### config.mk
export PLATFORM = sky130hd
export DESIGN_NAME = debug_subsys_top
export DESIGN_NICKNAME = d
export VERILOG_FILES = /design/src/logic/dmi_pkg.sv /design/src/logic/jtag_pkg.sv /design/src/logic/debug_subsys_top.sv /design/src/logic/dm_regfile.sv /design/src/logic/dmi_axil_master.sv /design/src/logic/dtm_regs.sv /design/src/logic/jtag_tap.sv
export VERILOG_INCLUDE_DIRS = /design/src /design/src/logic
export SDC_FILE = /design/constraint.sdc
export NUM_CORES = 1
export LEC_CHECK = 0
export BUFFER_PORTS_ARGS = -buffer_cell sky130_fd_sc_hd__buf_2
export CAP_MARGIN = 20
export CELL_PAD_IN_SITES_DETAIL_PLACEMENT = 1
export CELL_PAD_IN_SITES_GLOBAL_PLACEMENT = 1
export CORE_ASPECT_RATIO = 0.75
export CORE_MARGIN = 2
export CORE_UTILIZATION = 30
export DETAILED_ROUTE_END_ITERATION = 8
export PLACE_DENSITY = 0.58
export SETUP_SLACK_MARGIN = 0.4
export SYNTH_ARGS = -nofsm -noshare
export SYNTH_HDL_FRONTEND = slang
export SYNTH_HIERARCHICAL = 1
export SYNTH_SLANG_ARGS = --single-unit
### constraint.sdc
create_clock -name TCK -period 4.8 [get_ports TCK]
set_input_delay 0.24 -clock TCK [delete_from_list [all_inputs] [get_ports TCK]]
set_output_delay 0.24 -clock TCK [all_outputs]
set_load 0.02 [all_outputs]
### src/logic/dtm_cfg.svh
`ifndef DTM_CFG_SVH
`define DTM_CFG_SVH

// JTAG IDCODE
// Version 1, part 0x0dbe, manufacturer field left at 0x000
`define DTM_IDCODE 32'h10dbe001

// DMI address bits
`define DTM_ABITS 8

// dmi register width is address + data + op
`define DTM_DMI_W (`DTM_ABITS + 32 + 2)

// dtmcs version field of debug spec 0.13
`define DTM_VERSION 1

// Debug-module register file words
`define DM_WORDS 16

`endif
### src/logic/dmi_pkg.sv
`default_nettype none

package dmi_pkg;

	// DMI op field on update
	typedef enum logic [1:0] {
		DMI_NOP   = 2'd0,
		DMI_READ  = 2'd1,
		DMI_WRITE = 2'd2
	} dmi_op_t;

	// DMI op field on capture and dmistat
	typedef enum logic [1:0] {
		DMI_OK     = 2'd0,
		DMI_FAILED = 2'd2,
		DMI_BUSY   = 2'd3
	} dmi_resp_t;

	// AXI-lite BRESP / RRESP subset
	typedef enum logic [1:0] {
		AXI_OKAY   = 2'd0,
		AXI_SLVERR = 2'd2
	} axi_resp_t;

endpackage

`default_nettype wire

### src/logic/jtag_pkg.sv
`default_nettype none

package jtag_pkg;

	// IEEE 1149.1 TAP states
	typedef enum logic [3:0] {
		TEST_LOGIC_RESET = 4'd0,  RUN_TEST_IDLE = 4'd1,  SELECT_DR_SCAN = 4'd2,
		CAPTURE_DR       = 4'd3,  SHIFT_DR      = 4'd4,  EXIT1_DR       = 4'd5,
		PAUSE_DR         = 4'd6,  EXIT2_DR      = 4'd7,  UPDATE_DR      = 4'd8,
		SELECT_IR_SCAN   = 4'd9,  CAPTURE_IR    = 4'd10, SHIFT_IR       = 4'd11,
		EXIT1_IR         = 4'd12, PAUSE_IR      = 4'd13, EXIT2_IR       = 4'd14,
		UPDATE_IR        = 4'd15
	} tap_state_t;

	// Instruction register
	typedef logic [4:0] ir_t;

	localparam ir_t IR_IDCODE = 5'h01;
	localparam ir_t IR_DTMCS  = 5'h10;
	localparam ir_t IR_DMI    = 5'h11;

endpackage

`default_nettype wire

### src/logic/debug_subsys_top.sv
`timescale 1ns/1ps
`default_nettype none
`include "dtm_cfg.svh"

module debug_subsys_top
	import jtag_pkg::*, dmi_pkg::*;
(
	input  wire  TCK,
	input  wire  RSTn,
	input  wire  TMS,
	input  wire  TDI,
	output logic TDO
);

	// TAP to DTM
	tap_state_t            tap_state;
	ir_t                   ir;
	logic                  ir_tdo;

	// DTM to AXI master
	logic                  rd_req;
	logic                  wr_req;
	logic [`DTM_ABITS-1:0] req_addr;
	logic [31:0]           req_data;
	logic                  busy;
	logic                  done;
	logic [31:0]           done_data;
	logic                  done_err;

	// AXI-lite write side
	logic [`DTM_ABITS-1:0] awaddr;
	logic                  awvalid;
	logic                  awready;
	logic [31:0]           wdata;
	logic [3:0]            wstrb;
	logic                  wvalid;
	logic                  wready;
	axi_resp_t             bresp;
	logic                  bvalid;
	logic                  bready;

	// AXI-lite read side
	logic [`DTM_ABITS-1:0] araddr;
	logic                  arvalid;
	logic                  arready;
	logic [31:0]           rdata;
	axi_resp_t             rresp;
	logic                  rvalid;
	logic                  rready;

	jtag_tap i_tap (
		.tms (TMS),
		.tdi (TDI),
		.*
	);

	dtm_regs i_regs (
		.tdi (TDI),
		.tdo (TDO),
		.*
	);

	dmi_axil_master i_master (.*);

	dm_regfile i_regfile (.*);

endmodule

`default_nettype wire

### src/logic/dm_regfile.sv
`timescale 1ns/1ps
`default_nettype none
`include "dtm_cfg.svh"

module dm_regfile
	import dmi_pkg::*;
(
	input  wire                   TCK,
	input  wire                   RSTn,
	input  wire  [`DTM_ABITS-1:0] awaddr,
	input  wire                   awvalid,
	output logic                  awready,
	input  wire  [31:0]           wdata,
	input  wire  [3:0]            wstrb,
	input  wire                   wvalid,
	output logic                  wready,
	output axi_resp_t             bresp,
	output logic                  bvalid,
	input  wire                   bready,
	input  wire  [`DTM_ABITS-1:0] araddr,
	input  wire                   arvalid,
	output logic                  arready,
	output logic [31:0]           rdata,
	output axi_resp_t             rresp,
	output logic                  rvalid,
	input  wire                   rready
);

	localparam int IDX_W = $clog2(`DM_WORDS);

	logic [31:0] regs [`DM_WORDS];
	logic        wr_fire;
	logic        wr_ok;
	logic        rd_ok;

	// AW and W taken together with one write in flight
	assign wr_fire = awvalid && wvalid && !bvalid;
	assign awready = wr_fire;
	assign wready  = wr_fire;
	assign arready = arvalid && !rvalid;

	// Word addresses beyond the file
	assign wr_ok = (awaddr < `DM_WORDS);
	assign rd_ok = (araddr < `DM_WORDS);

	always_ff @(posedge TCK or negedge RSTn) begin
		if (!RSTn) begin
			regs   <= '{default: '0};
			bvalid <= 1'b0;
			bresp  <= AXI_OKAY;
			rvalid <= 1'b0;
			rresp  <= AXI_OKAY;
		end else begin
			if (wr_fire) begin
				bvalid <= 1'b1;
				bresp  <= wr_ok ? AXI_OKAY : AXI_SLVERR;
				// Byte lanes
				if (wr_ok) begin
					for (int b = 0; b < 4; b++) begin
						if (wstrb[b])
							regs[awaddr[IDX_W-1:0]][8*b +: 8] <= wdata[8*b +: 8];
					end
				end
			end else if (bready) begin
				bvalid <= 1'b0;
			end
			if (arready) begin
				rvalid <= 1'b1;
				rresp  <= rd_ok ? AXI_OKAY : AXI_SLVERR;
			end else if (rready) begin
				rvalid <= 1'b0;
			end
		end
	end

	// Out-of-range reads return zero
	always_ff @(posedge TCK) begin
		if (arready)
			rdata <= rd_ok ? regs[araddr[IDX_W-1:0]] : 32'd0;
	end

endmodule

`default_nettype wire

### src/logic/dmi_axil_master.sv
`timescale 1ns/1ps
`default_nettype none
`include "dtm_cfg.svh"

module dmi_axil_master
	import dmi_pkg::*;
(
	input  wire                   TCK,
	input  wire                   RSTn,
	input  wire                   rd_req,
	input  wire                   wr_req,
	input  wire  [`DTM_ABITS-1:0] req_addr,
	input  wire  [31:0]           req_data,
	output logic                  busy,
	output logic                  done,
	output logic [31:0]           done_data,
	output logic                  done_err,
	output logic [`DTM_ABITS-1:0] awaddr,
	output logic                  awvalid,
	input  wire                   awready,
	output logic [31:0]           wdata,
	output logic [3:0]            wstrb,
	output logic                  wvalid,
	input  wire                   wready,
	input  var axi_resp_t         bresp,
	input  wire                   bvalid,
	output logic                  bready,
	output logic [`DTM_ABITS-1:0] araddr,
	output logic                  arvalid,
	input  wire                   arready,
	input  wire  [31:0]           rdata,
	input  var axi_resp_t         rresp,
	input  wire                   rvalid,
	output logic                  rready
);

	typedef enum logic [1:0] {M_IDLE, M_ADDR, M_RESP} mst_state_t;

	mst_state_t                state;
	logic                      is_write;
	logic [`DTM_ABITS-1:0]     addr_q;
	// Address phase finished when no valid is left unaccepted
	logic                      addr_done;

	assign addr_done = !(awvalid && !awready) && !(wvalid && !wready) &&
	                   !(arvalid && !arready);

	assign busy   = (state != M_IDLE);
	assign awaddr = addr_q;
	assign araddr = addr_q;
	// Full words only
	assign wstrb  = 4'hf;
	// Responses always accepted
	assign bready = 1'b1;
	assign rready = 1'b1;

	always_ff @(posedge TCK or negedge RSTn) begin
		if (!RSTn) begin
			state    <= M_IDLE;
			is_write <= 1'b0;
			awvalid  <= 1'b0;
			wvalid   <= 1'b0;
			arvalid  <= 1'b0;
			done     <= 1'b0;
			done_err <= 1'b0;
		end else begin
			done <= 1'b0;
			case (state)
				M_IDLE: begin
					if (wr_req) begin
						awvalid  <= 1'b1;
						wvalid   <= 1'b1;
						is_write <= 1'b1;
						state    <= M_ADDR;
					end else if (rd_req) begin
						arvalid  <= 1'b1;
						is_write <= 1'b0;
						state    <= M_ADDR;
					end
				end
				M_ADDR: begin
					// AW and W may be taken in different cycles
					if (awready)
						awvalid <= 1'b0;
					if (wready)
						wvalid <= 1'b0;
					if (arready)
						arvalid <= 1'b0;
					if (addr_done)
						state <= M_RESP;
				end
				M_RESP: begin
					if (is_write ? bvalid : rvalid) begin
						done     <= 1'b1;
						done_err <= is_write ? (bresp == AXI_SLVERR) : (rresp == AXI_SLVERR);
						state    <= M_IDLE;
					end
				end
				default: state <= M_IDLE;
			endcase
		end
	end

	// Request and read payload
	always_ff @(posedge TCK) begin
		if (state == M_IDLE && (wr_req || rd_req))
			addr_q <= req_addr;
		if (state == M_IDLE && wr_req)
			wdata <= req_data;
		if (state == M_RESP && !is_write && rvalid)
			done_data <= rdata;
	end

endmodule

`default_nettype wire

### src/logic/dtm_regs.sv
`timescale 1ns/1ps
`default_nettype none
`include "dtm_cfg.svh"

module dtm_regs
	import jtag_pkg::*, dmi_pkg::*;
(
	input  wire                   TCK,
	input  wire                   RSTn,
	input  wire                   tdi,
	input  var tap_state_t        tap_state,
	input  var ir_t               ir,
	input  wire                   ir_tdo,
	input  wire                   busy,
	input  wire                   done,
	input  wire  [31:0]           done_data,
	input  wire                   done_err,
	output logic                  tdo,
	output logic                  rd_req,
	output logic                  wr_req,
	output logic [`DTM_ABITS-1:0] req_addr,
	output logic [31:0]           req_data
);

	localparam int AW = `DTM_ABITS;
	localparam int DW = `DTM_DMI_W;

	// Scan chains
	logic [31:0]   idcode_sr;
	logic [31:0]   dtmcs_sr;
	logic [DW-1:0] dmi_sr;

	// Persistent dmi result captured on every dmi scan
	logic [AW-1:0] res_addr;
	logic [31:0]   res_data;
	dmi_resp_t     res_op;
	logic          res_read;
	// Sticky error status for dtmcs
	dmi_resp_t     dmistat;

	dmi_op_t       upd_op;
	logic          dmi_start;
	logic          dtmcs_upd;

	assign upd_op    = dmi_op_t'(dmi_sr[1:0]);
	// Read or write update of dmi
	assign dmi_start = (tap_state == UPDATE_DR) && (ir == IR_DMI) &&
	                   ((upd_op == DMI_READ) || (upd_op == DMI_WRITE));
	assign dtmcs_upd = (tap_state == UPDATE_DR) && (ir == IR_DTMCS);

	// All chains capture together but only the selected one shifts
	always_ff @(posedge TCK) begin
		if (tap_state == CAPTURE_DR) begin
			idcode_sr <= `DTM_IDCODE;
			dtmcs_sr  <= {20'd0, dmistat, 6'(AW), 4'(`DTM_VERSION)};
			dmi_sr    <= {res_addr, res_data, res_op};
		end else if (tap_state == SHIFT_DR) begin
			case (ir)
				IR_IDCODE: idcode_sr <= {tdi, idcode_sr[31:1]};
				IR_DTMCS:  dtmcs_sr  <= {tdi, dtmcs_sr[31:1]};
				IR_DMI:    dmi_sr    <= {tdi, dmi_sr[DW-1:1]};
				default:   ;
			endcase
		end
	end

	// Request payload launched with the strobe
	always_ff @(posedge TCK) begin
		if (dmi_start && !busy) begin
			req_addr <= dmi_sr[DW-1 -: AW];
			req_data <= dmi_sr[33:2];
		end
	end

	always_ff @(posedge TCK or negedge RSTn) begin
		if (!RSTn) begin
			rd_req   <= 1'b0;
			wr_req   <= 1'b0;
			res_addr <= '0;
			res_data <= '0;
			res_op   <= DMI_OK;
			res_read <= 1'b0;
			dmistat  <= DMI_OK;
		end else begin
			rd_req <= 1'b0;
			wr_req <= 1'b0;
			// Transaction result from the AXI master
			if (done) begin
				res_op <= done_err ? DMI_FAILED : DMI_OK;
				if (res_read)
					res_data <= done_data;
				if (done_err)
					dmistat <= DMI_FAILED;
			end
			if (dmi_start && busy) begin
				// Dropped request keeps an earlier failure visible
				if (dmistat == DMI_OK)
					dmistat <= DMI_BUSY;
			end else if (dmi_start) begin
				rd_req   <= (upd_op == DMI_READ);
				wr_req   <= (upd_op == DMI_WRITE);
				res_addr <= dmi_sr[DW-1 -: AW];
				res_op   <= DMI_BUSY;
				res_read <= (upd_op == DMI_READ);
			end
			// dmireset
			if (dtmcs_upd && dtmcs_sr[16])
				dmistat <= DMI_OK;
		end
	end

	// TDO mux
	always_comb begin
		tdo = 1'b0;
		if (tap_state == SHIFT_IR) begin
			tdo = ir_tdo;
		end else if (tap_state == SHIFT_DR) begin
			case (ir)
				IR_IDCODE: tdo = idcode_sr[0];
				IR_DTMCS:  tdo = dtmcs_sr[0];
				IR_DMI:    tdo = dmi_sr[0];
				// Unknown codes see a 1-bit zero register
				default:   tdo = 1'b0;
			endcase
		end
	end

endmodule

`default_nettype wire

### src/logic/jtag_tap.sv
`timescale 1ns/1ps
`default_nettype none

module jtag_tap
	import jtag_pkg::*;
(
	input  wire        TCK,
	input  wire        RSTn,
	input  wire        tms,
	input  wire        tdi,
	output tap_state_t tap_state,
	output ir_t        ir,
	output logic       ir_tdo
);

	tap_state_t state_nxt;
	// IR shift chain with the LSB going out first
	ir_t        ir_sr;

	// TAP graph with one transition per TCK
	always_comb begin
		case (tap_state)
			TEST_LOGIC_RESET: state_nxt = tms ? TEST_LOGIC_RESET : RUN_TEST_IDLE;
			RUN_TEST_IDLE:    state_nxt = tms ? SELECT_DR_SCAN   : RUN_TEST_IDLE;
			SELECT_DR_SCAN:   state_nxt = tms ? SELECT_IR_SCAN   : CAPTURE_DR;
			CAPTURE_DR:       state_nxt = tms ? EXIT1_DR         : SHIFT_DR;
			SHIFT_DR:         state_nxt = tms ? EXIT1_DR         : SHIFT_DR;
			EXIT1_DR:         state_nxt = tms ? UPDATE_DR        : PAUSE_DR;
			PAUSE_DR:         state_nxt = tms ? EXIT2_DR         : PAUSE_DR;
			EXIT2_DR:         state_nxt = tms ? UPDATE_DR        : SHIFT_DR;
			UPDATE_DR:        state_nxt = tms ? SELECT_DR_SCAN   : RUN_TEST_IDLE;
			SELECT_IR_SCAN:   state_nxt = tms ? TEST_LOGIC_RESET : CAPTURE_IR;
			CAPTURE_IR:       state_nxt = tms ? EXIT1_IR         : SHIFT_IR;
			SHIFT_IR:         state_nxt = tms ? EXIT1_IR         : SHIFT_IR;
			EXIT1_IR:         state_nxt = tms ? UPDATE_IR        : PAUSE_IR;
			PAUSE_IR:         state_nxt = tms ? EXIT2_IR         : PAUSE_IR;
			EXIT2_IR:         state_nxt = tms ? UPDATE_IR        : SHIFT_IR;
			UPDATE_IR:        state_nxt = tms ? SELECT_DR_SCAN   : RUN_TEST_IDLE;
			default:          state_nxt = TEST_LOGIC_RESET;
		endcase
	end

	// State and IR latch
	always_ff @(posedge TCK or negedge RSTn) begin
		if (!RSTn) begin
			tap_state <= TEST_LOGIC_RESET;
			ir        <= IR_IDCODE;
		end else begin
			tap_state <= state_nxt;
			// Five TMS-high cycles also land here and restore IDCODE
			if (tap_state == TEST_LOGIC_RESET)
				ir <= IR_IDCODE;
			else if (tap_state == UPDATE_IR)
				ir <= ir_sr;
		end
	end

	// IR chain
	// Capture pattern 0b00001 as 1149.1 requires
	always_ff @(posedge TCK) begin
		if (tap_state == CAPTURE_IR)
			ir_sr <= 5'b00001;
		else if (tap_state == SHIFT_IR)
			ir_sr <= {tdi, ir_sr[4:1]};
	end

	assign ir_tdo = ir_sr[0];

endmodule

`default_nettype wire

==> results.cfg <==
[timing]
finalHoldViolations = 0
slew_viol_final = 0
fin_setup_tns_ns = 0
fin_crit_ns = 3.22
report.final.setup_viol = 0
rsz0062_at_grt = false
worst_slew_pin_slew_ns = 1.14
period_share_pct = 67.1
slew_headroom_pct = 23.4
clock-skew-final_ns = 0.0245
fmax_ghz = 0.310

[global_routing]
grt_pass1_wl_um = 141000
grt_pass1_vias = 21900
overflow = 0
grt_use_total_pct = 15.4
antenna_found_initial = 2
grt_max_degree = 132

[yosys]
syn_area_per_cell_um2 = 14.8
netlist.area_leader.share_pct = 40.9
syn_area_um2 = 35400
synth_edf_count = 188
async_reset_ff_share_pct = 69.5
synthDistinctLibCells = 80
yosysSeqAreaShare_pct = 60.7
ys_top_cells_by_count = dfrtp_1 (579), mux2_2 (536), nand2_1 (245)
synthTopCellsByArea = dfrtp_1 (41%), mux2_2 (17%), edfxtp_1 (16%)
ys_seq_elements = 835
synthFlopType = dfrtp_1
synth_most_common_cell = dfrtp_1
yosys_warnings = 6
syn_inst = 2387
yosys.area.top_type = dfrtp_1

[placed_design]
io_buffers = 4
dp_hpwl_um = 57200
gp_congestion = 0.762

[clock_network]
cts_tree = yes
cts_buffer_depth = 3
cts.sinks = 835
clkTransAtPathRegs_ns = 0.07
root_buffer = clkbuf_16
post-cts-setup-buffers = 0
numCtsBuffers = 84
h-tree-depth = 3
clk_latency_ns = 0.67

[finish]
drive_above_1_share_pct = 36.0
antennaDiodeCount = 0
area_delta_synth_final_pct = 12.6
fillers = 12100
final_nets = 2379
post-route-util_pct = 33.9

[power]
peakVddDrop_uv = 295
power.total_mw = 16.0
power_leakage_nw = 18.1
powerDensity_nw_per_um2 = 402

[setup_path]
crit_required_ns = 5.34
start_kind = flip-flop
crit_arrival_ns = 3.76
end_kind = flip-flop
critical_path_class = flip-flop to flip-flop
crit_fanout = 41

[detailed_routing]
firstDrtPassIters = 5
final_antenna_net_count = 0
drc = 0
via_per_inst = 5.02
wl_per_cell_um = 23.0
postRouteWirelength_um = 92000
vias = 20100
drtIter0Drc = 1252

[run_status]
outcome = complete, no violations

[floorplanning]
die_w_um = 401
row_count = 109
die_area_um2 = 121000
core_um2 = 118000
chipHeight_um = 302
initial_utilization_pct = 30.1
ioPinCount = 5

[worst_hold_path]
hold_class = input port to asynchronous set/reset pin

[flow_run]
cap_violations = 0
## layer usage
layer	part of all wire (%)	GRT usage [%]	up-vias
met4	2.0	4.09	0
met2	45	23.5	337
li1	-	-	8720
met1	49	22.6	10900
met5	0	0	-
met3	4.2	2.67	122
## cell type report
cell class              count  area, um^2  area share (%)
flip-flops and latches    835       21500            53.9
multi-input cells        1387       13200            33.2
clock buffers             120        2370            5.94
well taps                1554        1940            4.87
repair buffers             47         430            1.08
clock inverters            35         337           0.844
inverters                  18        67.6           0.169
## path summary, 6_finish.rpt
kind,to,slack [ns],from,cells after the start
setup / recovery,i_regfile/regs[19]$_DFFE_PN0P_,1.58,i_master/araddr[0]$_DFFE_PP_,5
setup reg to reg,i_regfile/regs[19]$_DFFE_PN0P_,1.58,i_master/araddr[0]$_DFFE_PP_,5
hold reg to reg,i_master/wdata[19]$_DFFE_PP_,0.41,i_regs/req_data[19]$_DFFE_PP_,0
min in group TCK,i_master/wdata[19]$_DFFE_PP_,0.41,i_regs/req_data[19]$_DFFE_PP_,0
hold / removal,i_regfile/regs[330]$_DFFE_PN0P_,0.24,RSTn,2
max in group asynchronous,i_regfile/regs[374]$_DFFE_PN0P_,3.23,RSTn,3
## sequential cells by signal, indices dropped and copies added (netlist names), 2 cells and up
register and flops:
i_regfile/regs 512, i_regs/dmi_sr 42, i_master/done_data 32, i_master/wdata 32, i_regfile/rdata 32, i_regs/dtmcs_sr 32, i_regs/idcode_sr 32, i_regs/req_data 32
i_regs/res_data 32, i_master/araddr 8, i_regs/req_addr 8, i_regs/res_addr 8, i_tap/ir 5, i_tap/ir_sr 5, i_tap/tap_state 4, i_master/state 2
i_regs/dmistat 2, i_regs/res_op 2
## critical path, cell delays in order, from the launching register on
cell	delay, ns
edfxtp_1	0.56
buf_4	0.74
nand3_2	0.17
buf_4	0.26
nor3_2	0.91
mux2_2	0.43
## metrics by stage
stage / setup slack, ns / instance area (um^2) / std cells / hold slack, ns
after floorplan: 1.26 / 35500 / 2393 / -0.0556
after global placement: 1.63 / 37100 / 3837 / 0.371
after detailed placement: 1.55 / 37100 / 3838 / 0.390
after CTS: 1.55 / 39900 / 3996 / 0.252
after global routing: 1.34 / 39900 / 3996 / 0.299
final: 1.58 / 39900 / 3996 / 0.237
## where the power goes
part | leakage (nW) | internal (mW) | switching [mW] | total (mW)
clock | 1.34 | 3.72 | 2.84 | 6.56
sequential | 10.3 | 7.80 | 0.334 | 8.13
combinational | 6.43 | 0.472 | 0.888 | 1.36
total | 18.1 | 12.0 | 4.06 | 16.0
## cell families (layout without fill, tap and decap cells)
kind of cell | Yosys count | count (layout) | synth area share [%]
compound gates | 154 | 154 | 3.08
xor+xnor | 1 | 1 | 0.0247
simple gates | 453 | 453 | 6.77
flops | 835 | 835 | 60.7
other cells | 2 | 8 | 0.0212
buf+inv | 171 | 220 | 2.22
fa+ha+maj | 2 | 2 | 0.0706
mux | 769 | 769 | 27.1
## placed cells by master (no fill, tap or decap), drive strengths merged, types with 4 or more instances in the layout
cell / synthesis / final
nor3: 17 / 17
mux4: 97 / 97
buf: 71 / 44
a22oi: 63 / 63
nor4: 5 / 5
nand4b: 5 / 5
nand3: 42 / 42
a21oi: 13 / 13
nor4b: 5 / 5
clkinv: 0 / 24
dfxtp: 67 / 67
nor2b: 9 / 9
nor2: 58 / 58
bufinv: 0 / 5
mux2: 557 / 557
o21ai: 24 / 24
edfxtp: 188 / 188
mux2i: 115 / 115
clkbuf: 82 / 120
nand4: 9 / 9
nand2b: 14 / 14
inv: 18 / 22
conb: 2 / 8
dfrtp: 579 / 579
o211ai: 32 / 32
nand2: 265 / 265
o22ai: 4 / 4
## repair_timing
item | CTS | global route
endpoints found under the hold margin | 98 | 0
hold buffers | 3 | 0
resized for setup | 0 | 0
No activity file was read; power rests on OpenSTA's default activity.
